File: config.mk
export PLATFORM = sky130hd
export DESIGN_NAME = bus_filter_top
export DESIGN_NICKNAME = d
export VERILOG_FILES = /design/src/rtl/mil1553_pkg.sv /design/src/rtl/word_if.sv /design/src/rtl/bus_filter_top.sv /design/src/rtl/command_filter.sv /design/src/rtl/manchester_decoder.sv /design/src/rtl/manchester_encoder.sv
export VERILOG_INCLUDE_DIRS = /design/src /design/src/include
export SDC_FILE = /design/constraint.sdc
export NUM_CORES = 1
export LEC_CHECK = 0
export ABC_AREA = 1
export ABC_CLOCK_PERIOD_IN_PS = 3500
export BUFFER_PORTS_ARGS = -buffer_cell sky130_fd_sc_hd__buf_2
export CAP_MARGIN = 20
export CORE_UTILIZATION = 62
export DETAILED_ROUTE_END_ITERATION = 10
export GPL_ROUTABILITY_DRIVEN = 0
export PLACE_DENSITY = 0.79
export REMOVE_ABC_BUFFERS = 1
export SYNTH_ARGS = -nofsm -noshare
export SYNTH_HDL_FRONTEND = slang
export SYNTH_SLANG_ARGS = --single-unit
export TNS_END_PERCENT = 5
File: constraint.sdc
create_clock -name enc_clk -period 3.5 [get_ports enc_clk]
set_clock_uncertainty 0.15 [all_clocks]
set_input_delay 0.525 -clock enc_clk [delete_from_list [all_inputs] [get_ports enc_clk]]
set_output_delay 0.525 -clock enc_clk [all_outputs]
set_load 0.03 [all_outputs]
File: src/include/bus_filter_params.svh
`ifndef BUS_FILTER_PARAMS_SVH
`define BUS_FILTER_PARAMS_SVH

// ========================================
// bit timing
// ========================================

// enc_clk cycles per 1553 bit
`define SAMPLES_PER_BIT 8
// enc_clk cycles per half-bit
`define HALF_BIT 4

// ========================================
// word format
// ========================================

// payload bits per word
`define WORD_BITS 16
// bit times per word: 3 sync, 16 data, 1 parity
`define FRAME_BITS 20
// each sync level lasts three half-bits
`define SYNC_HALF_BITS 3

// ========================================
// filter address
// ========================================

`define FILTER_RT 5'h0A
`define FILTER_SUB 5'h01
// word count field of zero stands for this
`define MAX_DATA_WORDS 32

`endif

File: src/rtl/mil1553_pkg.sv
`default_nettype none

`include "bus_filter_params.svh"

package mil1553_pkg;

   // one 16-bit bus word, seen as raw data
   // or as the fields of a command word
   typedef union packed {
      logic [`WORD_BITS-1:0] raw;
      struct packed {
         // remote terminal address, msb first on the line
         logic [4:0] rt_address;
         // transmit/receive direction
         logic       tr;
         logic [4:0] sub_address;
         // word count, or mode code when subaddress is 0 or 31
         logic [4:0] dwcnt_mcode;
      } cmd;
   } bus_word_u;

   // word kind follows the sync shape
   // high-then-low sync marks a command or status word
   // low-then-high sync marks a data word
   typedef enum logic {
      KIND_DATA    = 1'b0,
      KIND_COMMAND = 1'b1
   } word_kind_e;

endpackage

`default_nettype wire

File: src/rtl/word_if.sv
`default_nettype none

// one decoded bus word plus its qualifiers
// valid is a single-cycle strobe, the rest is stable with it
interface word_if;

   mil1553_pkg::bus_word_u  word;
   mil1553_pkg::word_kind_e kind;
   logic                    valid;
   // parity failed, only meaningful with valid
   logic                    perr;

   modport source (
      output word,
      output kind,
      output valid,
      output perr
   );

   modport sink (
      input word,
      input kind,
      input valid,
      input perr
   );

endinterface

`default_nettype wire

File: src/rtl/bus_filter_top.sv
`default_nettype none

module bus_filter_top (
   input  logic enc_clk,
   input  logic reset_slow,
   input  logic rx_p,
   input  logic rx_n,
   input  logic bypass,
   output logic tx_p,
   output logic tx_n,
   output logic tx_busy,
   output logic tx_dval,
   output logic csw,
   output logic dw,
   output logic perr
);

   // decoded words from the line
   word_if rx_bus ();
   // words cleared for transmit
   word_if fwd_bus ();

   logic rx_sync_p;
   logic rx_sync_n;
   logic good_word;

   manchester_decoder u_decoder (
      .enc_clk    (enc_clk),
      .reset_slow (reset_slow),
      .rx_p       (rx_p),
      .rx_n       (rx_n),
      .rx_sync_p  (rx_sync_p),
      .rx_sync_n  (rx_sync_n),
      .rx_bus     (rx_bus.source)
   );

   command_filter u_filter (
      .enc_clk    (enc_clk),
      .reset_slow (reset_slow),
      .rx_bus     (rx_bus.sink),
      .fwd_bus    (fwd_bus.source)
   );

   manchester_encoder u_encoder (
      .enc_clk    (enc_clk),
      .reset_slow (reset_slow),
      .fwd_bus    (fwd_bus.sink),
      .bypass     (bypass),
      .rx_sync_p  (rx_sync_p),
      .rx_sync_n  (rx_sync_n),
      .tx_p       (tx_p),
      .tx_n       (tx_n),
      .tx_busy    (tx_busy),
      .tx_dval    (tx_dval)
   );

   // capture strobes, every received word regardless of filter
   assign good_word = rx_bus.valid && !rx_bus.perr;
   assign csw       = good_word && (rx_bus.kind == mil1553_pkg::KIND_COMMAND);
   assign dw        = good_word && (rx_bus.kind == mil1553_pkg::KIND_DATA);
   // bad parity replaces csw or dw
   assign perr      = rx_bus.valid && rx_bus.perr;

endmodule

`default_nettype wire

File: src/rtl/command_filter.sv
`default_nettype none

`include "bus_filter_params.svh"

module command_filter (
   input  logic   enc_clk,
   input  logic   reset_slow,
   word_if.sink   rx_bus,
   word_if.source fwd_bus
);

   logic       good_cmd;
   logic       good_data;
   logic       addr_match;
   logic       pass_word;
   logic       fwd_active;
   // data words still owed to the current message
   logic [5:0] remaining;
   logic [5:0] load_count;

   // ========================================
   // word classification
   // ========================================

   // bad parity words are invisible here
   assign good_cmd  = rx_bus.valid && !rx_bus.perr &&
                      (rx_bus.kind == mil1553_pkg::KIND_COMMAND);
   assign good_data = rx_bus.valid && !rx_bus.perr &&
                      (rx_bus.kind == mil1553_pkg::KIND_DATA);

   // fixed rt and subaddress, direction not checked
   assign addr_match = (rx_bus.word.cmd.rt_address == `FILTER_RT) &&
                       (rx_bus.word.cmd.sub_address == `FILTER_SUB);

   // zero count field means a full 32-word message
   assign load_count = (rx_bus.word.cmd.dwcnt_mcode == 5'd0) ?
                       6'(`MAX_DATA_WORDS) : {1'b0, rx_bus.word.cmd.dwcnt_mcode};

   // matching command, or a data word of an open message
   assign pass_word = (good_cmd && addr_match) || (good_data && fwd_active);

   // ========================================
   // forwarding state
   // ========================================

   always_ff @(posedge enc_clk or posedge reset_slow) begin
      if (reset_slow) begin
         fwd_active    <= 1'b0;
         remaining     <= 6'd0;
         fwd_bus.valid <= 1'b0;
      end else begin
         // one cycle behind rx_bus.valid
         fwd_bus.valid <= pass_word;
         if (good_cmd) begin
            // any command opens or closes the window
            fwd_active <= addr_match;
            if (addr_match) begin
               remaining <= load_count;
            end
         end else if (good_data && fwd_active) begin
            remaining <= remaining - 6'd1;
            // last owed word closes it
            if (remaining == 6'd1) begin
               fwd_active <= 1'b0;
            end
         end
      end
   end

   // payload follows the strobe
   always_ff @(posedge enc_clk) begin
      if (pass_word) begin
         fwd_bus.word <= rx_bus.word;
         fwd_bus.kind <= rx_bus.kind;
         fwd_bus.perr <= rx_bus.perr;
      end
   end

endmodule

`default_nettype wire

File: src/rtl/manchester_decoder.sv
`default_nettype none

`include "bus_filter_params.svh"

module manchester_decoder (
   input  logic   enc_clk,
   input  logic   reset_slow,
   input  logic   rx_p,
   input  logic   rx_n,
   output logic   rx_sync_p,
   output logic   rx_sync_n,
   word_if.source rx_bus
);

   // one sync level in clocks
   localparam int SYNC_CLKS    = `SYNC_HALF_BITS * `HALF_BIT;
   // accepted run of the first sync level, the upper bound
   // covers a parity half-bit merged into it
   localparam int RUN_MIN      = SYNC_CLKS - 2;
   localparam int RUN_MAX      = SYNC_CLKS + `HALF_BIT + 2;
   // mid point of the first half of data bit 0, from the sync edge
   localparam int FIRST_SAMPLE = SYNC_CLKS + `HALF_BIT / 2;

   typedef enum logic [1:0] {
      ST_HUNT,
      ST_SYNC2,
      ST_BITS
   } dec_state_e;

   logic [1:0]              sync_p;
   logic [1:0]              sync_n;
   logic [1:0]              sym;
   logic [1:0]              sym_q;
   logic [4:0]              run_len;
   logic                    sym_edge;
   logic                    sync_edge;
   dec_state_e              state;
   logic [7:0]              tick;
   logic [7:0]              next_sample;
   logic [4:0]              bit_cnt;
   logic [`WORD_BITS-1:0]   shreg;
   mil1553_pkg::word_kind_e kind_q;
   logic                    sample_now;
   logic                    bit_ok;
   logic                    last_bit;

   // ========================================
   // input synchronizer
   // ========================================

   always_ff @(posedge enc_clk or posedge reset_slow) begin
      if (reset_slow) begin
         sync_p <= 2'b00;
         sync_n <= 2'b00;
      end else begin
         sync_p <= {sync_p[0], rx_p};
         sync_n <= {sync_n[0], rx_n};
      end
   end

   // also feeds the bypass path
   assign rx_sync_p = sync_p[1];
   assign rx_sync_n = sync_n[1];

   // symbol: {line active, level}
   // both low means idle, so idle never counts as a level
   assign sym      = {rx_sync_p ^ rx_sync_n, rx_sync_p};
   assign sym_edge = (sym != sym_q);

   // ========================================
   // sync hunt
   // ========================================

   // run length of sym_q, saturating
   always_ff @(posedge enc_clk or posedge reset_slow) begin
      if (reset_slow) begin
         sym_q   <= 2'b00;
         run_len <= 5'd0;
      end else begin
         sym_q <= sym;
         if (sym_edge) begin
            run_len <= 5'd1;
         end else if (run_len != '1) begin
            run_len <= run_len + 5'd1;
         end
      end
   end

   // long active level flipping to the opposite active level
   // normal manchester never holds a level past two half-bits
   assign sync_edge = sym_edge && sym[1] && sym_q[1] &&
                      (run_len >= 5'(RUN_MIN)) && (run_len <= 5'(RUN_MAX));

   assign sample_now = (state == ST_BITS) && (tick == next_sample);
   assign bit_ok     = sample_now && sym[1];
   // parity is the sample after the 16 data bits
   assign last_bit   = (bit_cnt == 5'(`WORD_BITS));

   // ========================================
   // word FSM
   // ========================================

   always_ff @(posedge enc_clk or posedge reset_slow) begin
      if (reset_slow) begin
         state        <= ST_HUNT;
         tick         <= 8'd0;
         next_sample  <= 8'd0;
         bit_cnt      <= 5'd0;
         rx_bus.valid <= 1'b0;
      end else begin
         rx_bus.valid <= 1'b0;
         tick         <= tick + 8'd1;
         case (state)
            ST_HUNT: begin
               if (sync_edge) begin
                  // tick counts clocks since the sync edge
                  state       <= ST_SYNC2;
                  tick        <= 8'd1;
                  next_sample <= 8'(FIRST_SAMPLE);
                  bit_cnt     <= 5'd0;
               end
            end
            ST_SYNC2: begin
               // second level must hold too, else it was noise
               if (sym_edge) begin
                  state <= ST_HUNT;
               end else if (tick == 8'(RUN_MIN)) begin
                  state <= ST_BITS;
               end
            end
            ST_BITS: begin
               if (sample_now && !sym[1]) begin
                  // line dropped to idle mid word
                  state <= ST_HUNT;
               end else if (bit_ok) begin
                  next_sample <= next_sample + 8'(`SAMPLES_PER_BIT);
                  bit_cnt     <= bit_cnt + 5'd1;
                  if (last_bit) begin
                     state        <= ST_HUNT;
                     rx_bus.valid <= 1'b1;
                  end
               end
            end
            default: state <= ST_HUNT;
         endcase
      end
   end

   // payload path
   always_ff @(posedge enc_clk) begin
      if ((state == ST_HUNT) && sync_edge) begin
         // first level tells the kind
         kind_q <= sym_q[0] ? mil1553_pkg::KIND_COMMAND : mil1553_pkg::KIND_DATA;
      end
      if (bit_ok) begin
         if (last_bit) begin
            rx_bus.word.raw <= shreg;
            rx_bus.kind     <= kind_q;
            // odd parity over data and parity bit
            rx_bus.perr     <= ~(^{shreg, sym[0]});
         end else begin
            // first half-bit level is the bit value, msb first
            shreg <= {shreg[`WORD_BITS-2:0], sym[0]};
         end
      end
   end

endmodule

`default_nettype wire

File: src/rtl/manchester_encoder.sv
`default_nettype none

`include "bus_filter_params.svh"

module manchester_encoder (
   input  logic enc_clk,
   input  logic reset_slow,
   word_if.sink fwd_bus,
   input  logic bypass,
   input  logic rx_sync_p,
   input  logic rx_sync_n,
   output logic tx_p,
   output logic tx_n,
   output logic tx_busy,
   output logic tx_dval
);

   // whole frame as half-bit levels, msb goes out first
   localparam int HALF_BITS = 2 * `FRAME_BITS;
   localparam int WORD_CLKS = `FRAME_BITS * `SAMPLES_PER_BIT;
   localparam int SYNC_LEN  = 2 * `SYNC_HALF_BITS;

   logic [7:0]           cyc;
   logic [1:0]           half_cnt;
   logic [HALF_BITS-1:0] pattern;
   logic                 last_cyc;
   logic                 load;
   logic                 enc_p;
   logic                 enc_n;

   // ========================================
   // frame builder
   // ========================================

   function automatic logic [HALF_BITS-1:0] build_frame(
      input mil1553_pkg::bus_word_u  w,
      input mil1553_pkg::word_kind_e k
   );
      logic [HALF_BITS-1:0] pat;
      logic                 par;
      int                   i;
      // odd parity over data plus parity bit
      par = ~(^w.raw);
      pat = '0;
      // sync, three half-bits per level
      if (k == mil1553_pkg::KIND_COMMAND) begin
         pat[HALF_BITS-1 -: SYNC_LEN] = {{`SYNC_HALF_BITS{1'b1}}, {`SYNC_HALF_BITS{1'b0}}};
      end else begin
         pat[HALF_BITS-1 -: SYNC_LEN] = {{`SYNC_HALF_BITS{1'b0}}, {`SYNC_HALF_BITS{1'b1}}};
      end
      // one is high-then-low, zero is low-then-high
      for (i = 0; i < `WORD_BITS; i++) begin
         pat[HALF_BITS-1-SYNC_LEN-2*i] = w.raw[`WORD_BITS-1-i];
         pat[HALF_BITS-2-SYNC_LEN-2*i] = ~w.raw[`WORD_BITS-1-i];
      end
      pat[1] = par;
      pat[0] = ~par;
      return pat;
   endfunction

   // ========================================
   // serializer
   // ========================================

   assign last_cyc = tx_busy && (cyc == 8'(WORD_CLKS - 1));
   // a word landing on the final cycle chains straight on,
   // otherwise anything during busy is lost
   assign load     = fwd_bus.valid && (!tx_busy || last_cyc);

   always_ff @(posedge enc_clk or posedge reset_slow) begin
      if (reset_slow) begin
         tx_busy  <= 1'b0;
         cyc      <= 8'd0;
         half_cnt <= 2'd0;
      end else if (load) begin
         tx_busy  <= 1'b1;
         cyc      <= 8'd0;
         half_cnt <= 2'd0;
      end else if (tx_busy) begin
         cyc      <= cyc + 8'd1;
         // wraps once per half-bit
         half_cnt <= half_cnt + 2'd1;
         if (last_cyc) begin
            tx_busy <= 1'b0;
         end
      end
   end

   // shift register of line levels
   always_ff @(posedge enc_clk) begin
      if (load) begin
         pattern <= build_frame(fwd_bus.word, fwd_bus.kind);
      end else if (tx_busy && (half_cnt == 2'(`HALF_BIT - 1))) begin
         pattern <= {pattern[HALF_BITS-2:0], 1'b0};
      end
   end

   // ========================================
   // line drivers
   // ========================================

   // both lines low while idle
   assign enc_p = tx_busy && pattern[HALF_BITS-1];
   assign enc_n = tx_busy && !pattern[HALF_BITS-1];

   // bypass hands the line to the synchronized rx pair
   assign tx_p = bypass ? rx_sync_p : enc_p;
   assign tx_n = bypass ? rx_sync_n : enc_n;

   // last line cycle of the word
   assign tx_dval = last_cyc;

endmodule

`default_nettype wire

==> reports/summary.json <==
{
  "post_synth_main_area_contributors": {"value": "edfxtp_1 (41%), dfrtp_1 (19%), nand2_1 (13%)"},
  "die_area": {"value": 11200, "unit": "um^2"},
  "antenna_cells": {"value": 0},
  "numCtsBuffers": {"value": 17},
  "timing_max_transition_violations_final": {"value": 0},
  "timing.setup.critical_path_class": {"value": "flip-flop to flip-flop"},
  "period_share": {"value": 70.5, "unit": "%"},
  "die_w": {"value": 106, "unit": "um"},
  "setup-violations-final": {"value": 0},
  "final_area": {"value": 7490, "unit": "um^2"},
  "timing_worst_slew_pin_value": {"value": 970, "unit": "ps"},
  "vias": {"value": 4568},
  "cp_common_cell": {"value": "nand2_1"},
  "fin_total_pwr": {"value": 3.84, "unit": "mW"},
  "grt_setup_unrepaired": {"value": "false"},
  "final_layout_size_suffix_gt1_share": {"value": 10.6, "unit": "%"},
  "post-synth-top-area-cell": {"value": "edfxtp_1"},
  "count_of_placed_standard_cells_including_taps": {"value": 816},
  "leakage": {"value": 3.25, "unit": "nW"},
  "clock_sinks": {"value": 144},
  "worst_setup_hold_path_clk_slew": {"value": 60, "unit": "ps"},
  "cts_tree": {"value": "done"},
  "area.growth.synth_to_final": {"value": 12.2, "unit": "%"},
  "post-route-drc-count": {"value": 0},
  "synthesis.area": {"value": 6680, "unit": "um^2"},
  "layout.nets": {"value": 719},
  "outcome": {"value": "complete, no violations"},
  "upper_clock_frequency_limit": {"value": 0.405, "unit": "GHz"},
  "detail_route.wirelength": {"value": 12200, "unit": "um"},
  "average_cell_area_after_synthesis": {"value": 9.87, "unit": "um^2"},
  "finalHoldWorstSlack": {"value": 204, "unit": "ps"},
  "finalHoldViolations": {"value": 0},
  "finalCriticalPeriod": {"value": 2470, "unit": "ps"},
  "first_pass_grt_wire_length": {"value": 20900, "unit": "um"},
  "fin_tns_setup": {"value": 0, "unit": "ps"},
  "final.fill_count": {"value": 733},
  "floorplan.initialDensity": {"value": 64.4, "unit": "%"},
  "cpPeakStageDelay": {"value": 450, "unit": "ps"},
  "routed_via_density": {"value": 5.37},
  "grt_pass1_vias": {"value": 4556},
  "worst_ep_arrival_time": {"value": 2480, "unit": "ps"},
  "num_rows": {"value": 37},
  "path_cells": {"value": "ha_1 -> nand3_1 -> nor2_1 -> nand4_1 -> nand2_1 -> nand2_2 -> nand2_1 -> buf_4"},
  "pwr_density_cell": {"value": 513, "unit": "nW/um^2"},
  "cts_max_level": {"value": 4},
  "worst_setup_path_end_kind": {"value": "flip-flop"},
  "groute.usage.overall": {"value": 24.4, "unit": "%"},
  "insertion_delay": {"value": 520, "unit": "ps"},
  "mostFrequentLayoutCells": {"value": "nand2_1 (237), edfxtp_1 (92), inv_1 (57)"},
  "timing.slew.headroom": {"value": 35.2, "unit": "%"},
  "netlist_instances": {"value": 676},
  "synthDistinctLibCells": {"value": 35},
  "cts_setup_buffers": {"value": 0},
  "reg2reg_slack": {"value": 1030, "unit": "ps"},
  "worst_setup_path_start_kind": {"value": "flip-flop"},
  "multi_input_gate_area": {"value": 2300, "unit": "um^2"},
  "cp_max_fo": {"value": 40},
  "ys_seq_area_share": {"value": 60.9, "unit": "%"},
  "antenna_found_initial": {"value": 0},
  "detail_route.first_pass.iterations": {"value": 5},
  "hp-class": {"value": "flip-flop to flip-flop"},
  "grt_max_degree": {"value": 41},
  "clk_root_buffer_cell": {"value": "clkbuf_8"},
  "critPathRequiredTime": {"value": 3510, "unit": "ps"},
  "gr-total-overflow": {"value": 0},
  "num_ports": {"value": 12},
  "final-seq-area": {"value": 4060, "unit": "um^2"},
  "power.ir.vdd_worst": {"value": 0.321, "unit": "mV"},
  "fin_cells": {"value": 851},
  "drt_first_iter_violations": {"value": 312},
  "synth_warnings": {"value": 0},
  "floorplan.die.height": {"value": 106, "unit": "um"},
  "layout.cells.most_common": {"value": "nand2_1"},
  "cts_buffer_depth": {"value": 2},
  "coreArea": {"value": 10400, "unit": "um^2"},
  "ant_nets": {"value": 0},
  "post_place_cell_area": {"value": 6870, "unit": "um^2"},
  "ys_seq_elements": {"value": 144},
  "cpMaxStageDelayCell": {"value": "buf_4"},
  "synthDominantCellAreaShare": {"value": 41.4, "unit": "%"},
  "wire_per_inst": {"value": 14.3, "unit": "um"},
  "count_of_port_buffers_added_during_placement": {"value": 11},
  "drv.max_cap_violation_count": {"value": 0},
  "dp.final_hpwl": {"value": 8150, "unit": "um"}
}
[cells by family after synthesis]
family                     synth area share [%]
DFF                                        60.9
buffers and inverters                      4.65
and+or+nand+nor                            22.7
AOI/OAI and AO/OA                          3.97
xor gates and xnor gates                   5.51
adders and majority gates                  2.25
[timing repair]
action,4_1_cts,5_1_grt
hold endpoints to repair,36,0
resized for setup,0,0
hold buffers,3,0
[stage by stage]
| step | utilization, % | setup WS, ps |
|---|---|---|
| after global placement | 66.3 | 1120 |
| after global routing | 72.2 | 833 |
| final | 72.2 | 1030 |
| after CTS | 72.2 | 1040 |
| after detailed placement | 66.3 | 1050 |
| after floorplan | - | 430 |
[power by group]
group | internal, mW | total [mW] | leakage [nW] | switching (mW)
clock | 1.11 | 1.78 | 0.290 | 0.670
sequential | 1.83 | 1.87 | 1.39 | 0.0418
combinational | 0.0663 | 0.183 | 1.57 | 0.116
[cells in the mapped netlist, drive strengths merged]
library cell and count:
clkbuf 2, nand4 14, inv 66, or2 3, o31ai 2, o21ai 35, a31oi 2, nor3 7
clkinv 1, dfrtp 52, nor4 1, edfxtp 92, buf 9, xor2 20, nor2 49, nand3 26
nand3b 2, a21oi 11, nand2 247, ha 12, xnor2 22, nand2b 1
[sequential cells by signal, indices dropped and copies added (netlist names), 5 cells and up]
register,count
u_encoder.pattern,40
u_decoder.bit_cnt,5
u_decoder.tick,8
u_decoder.shreg,16
u_decoder.rx_bus.word,16
u_decoder.run_len,5
u_filter.fwd_bus.word,16
u_decoder.next_sample,6
u_filter.remaining,6
u_encoder.cyc,8
[final cells by class]
class | instances | share of cell area [%]
flip-flops and latches | 144 | 54.3
inverters | 67 | 3.36
repair buffers | 18 | 1.54
clock inverters | 12 | 1.87
clock buffers | 20 | 5.95
multi-input cells | 454 | 30.7
well taps | 136 | 2.27
[worst max-delay path, delay by kind of cell, from the launching register on]
family | cells | cell delay, ps
simple gates | 6 | 920
buf+inv | 1 | 450
flops | 1 | 380
fa+ha+maj | 1 | 180
[per-layer routing]
metal  routed length, um  GRT usage (%)  vias up  share of wire (%)
met5                   0              0        -                  0
met4                 195           10.2        0                1.6
met3                 511           5.63       22                4.2
met2                6160           39.9      106                 51
met1                5320           31.6     2191                 44
li1                    -              -     2249                  -
[final timing paths]
check / endpoint / cells past startpoint / start
worst min-delay path: u_decoder.sync_p[1] / 0 / u_decoder.sync_p[0]
max in group asynchronous: u_decoder.tick[3] / 4 / reset_slow
worst max-delay path: u_encoder.pattern[21] / 8 / u_encoder.cyc[0]
worst min register to register: u_decoder.sync_p[1] / 0 / u_decoder.sync_p[0]
worst max register to register: u_encoder.pattern[21] / 8 / u_encoder.cyc[0]
min in group asynchronous: u_decoder.sync_n[0] / 3 / reset_slow
Note: power is estimated with default switching activity, not from simulation.
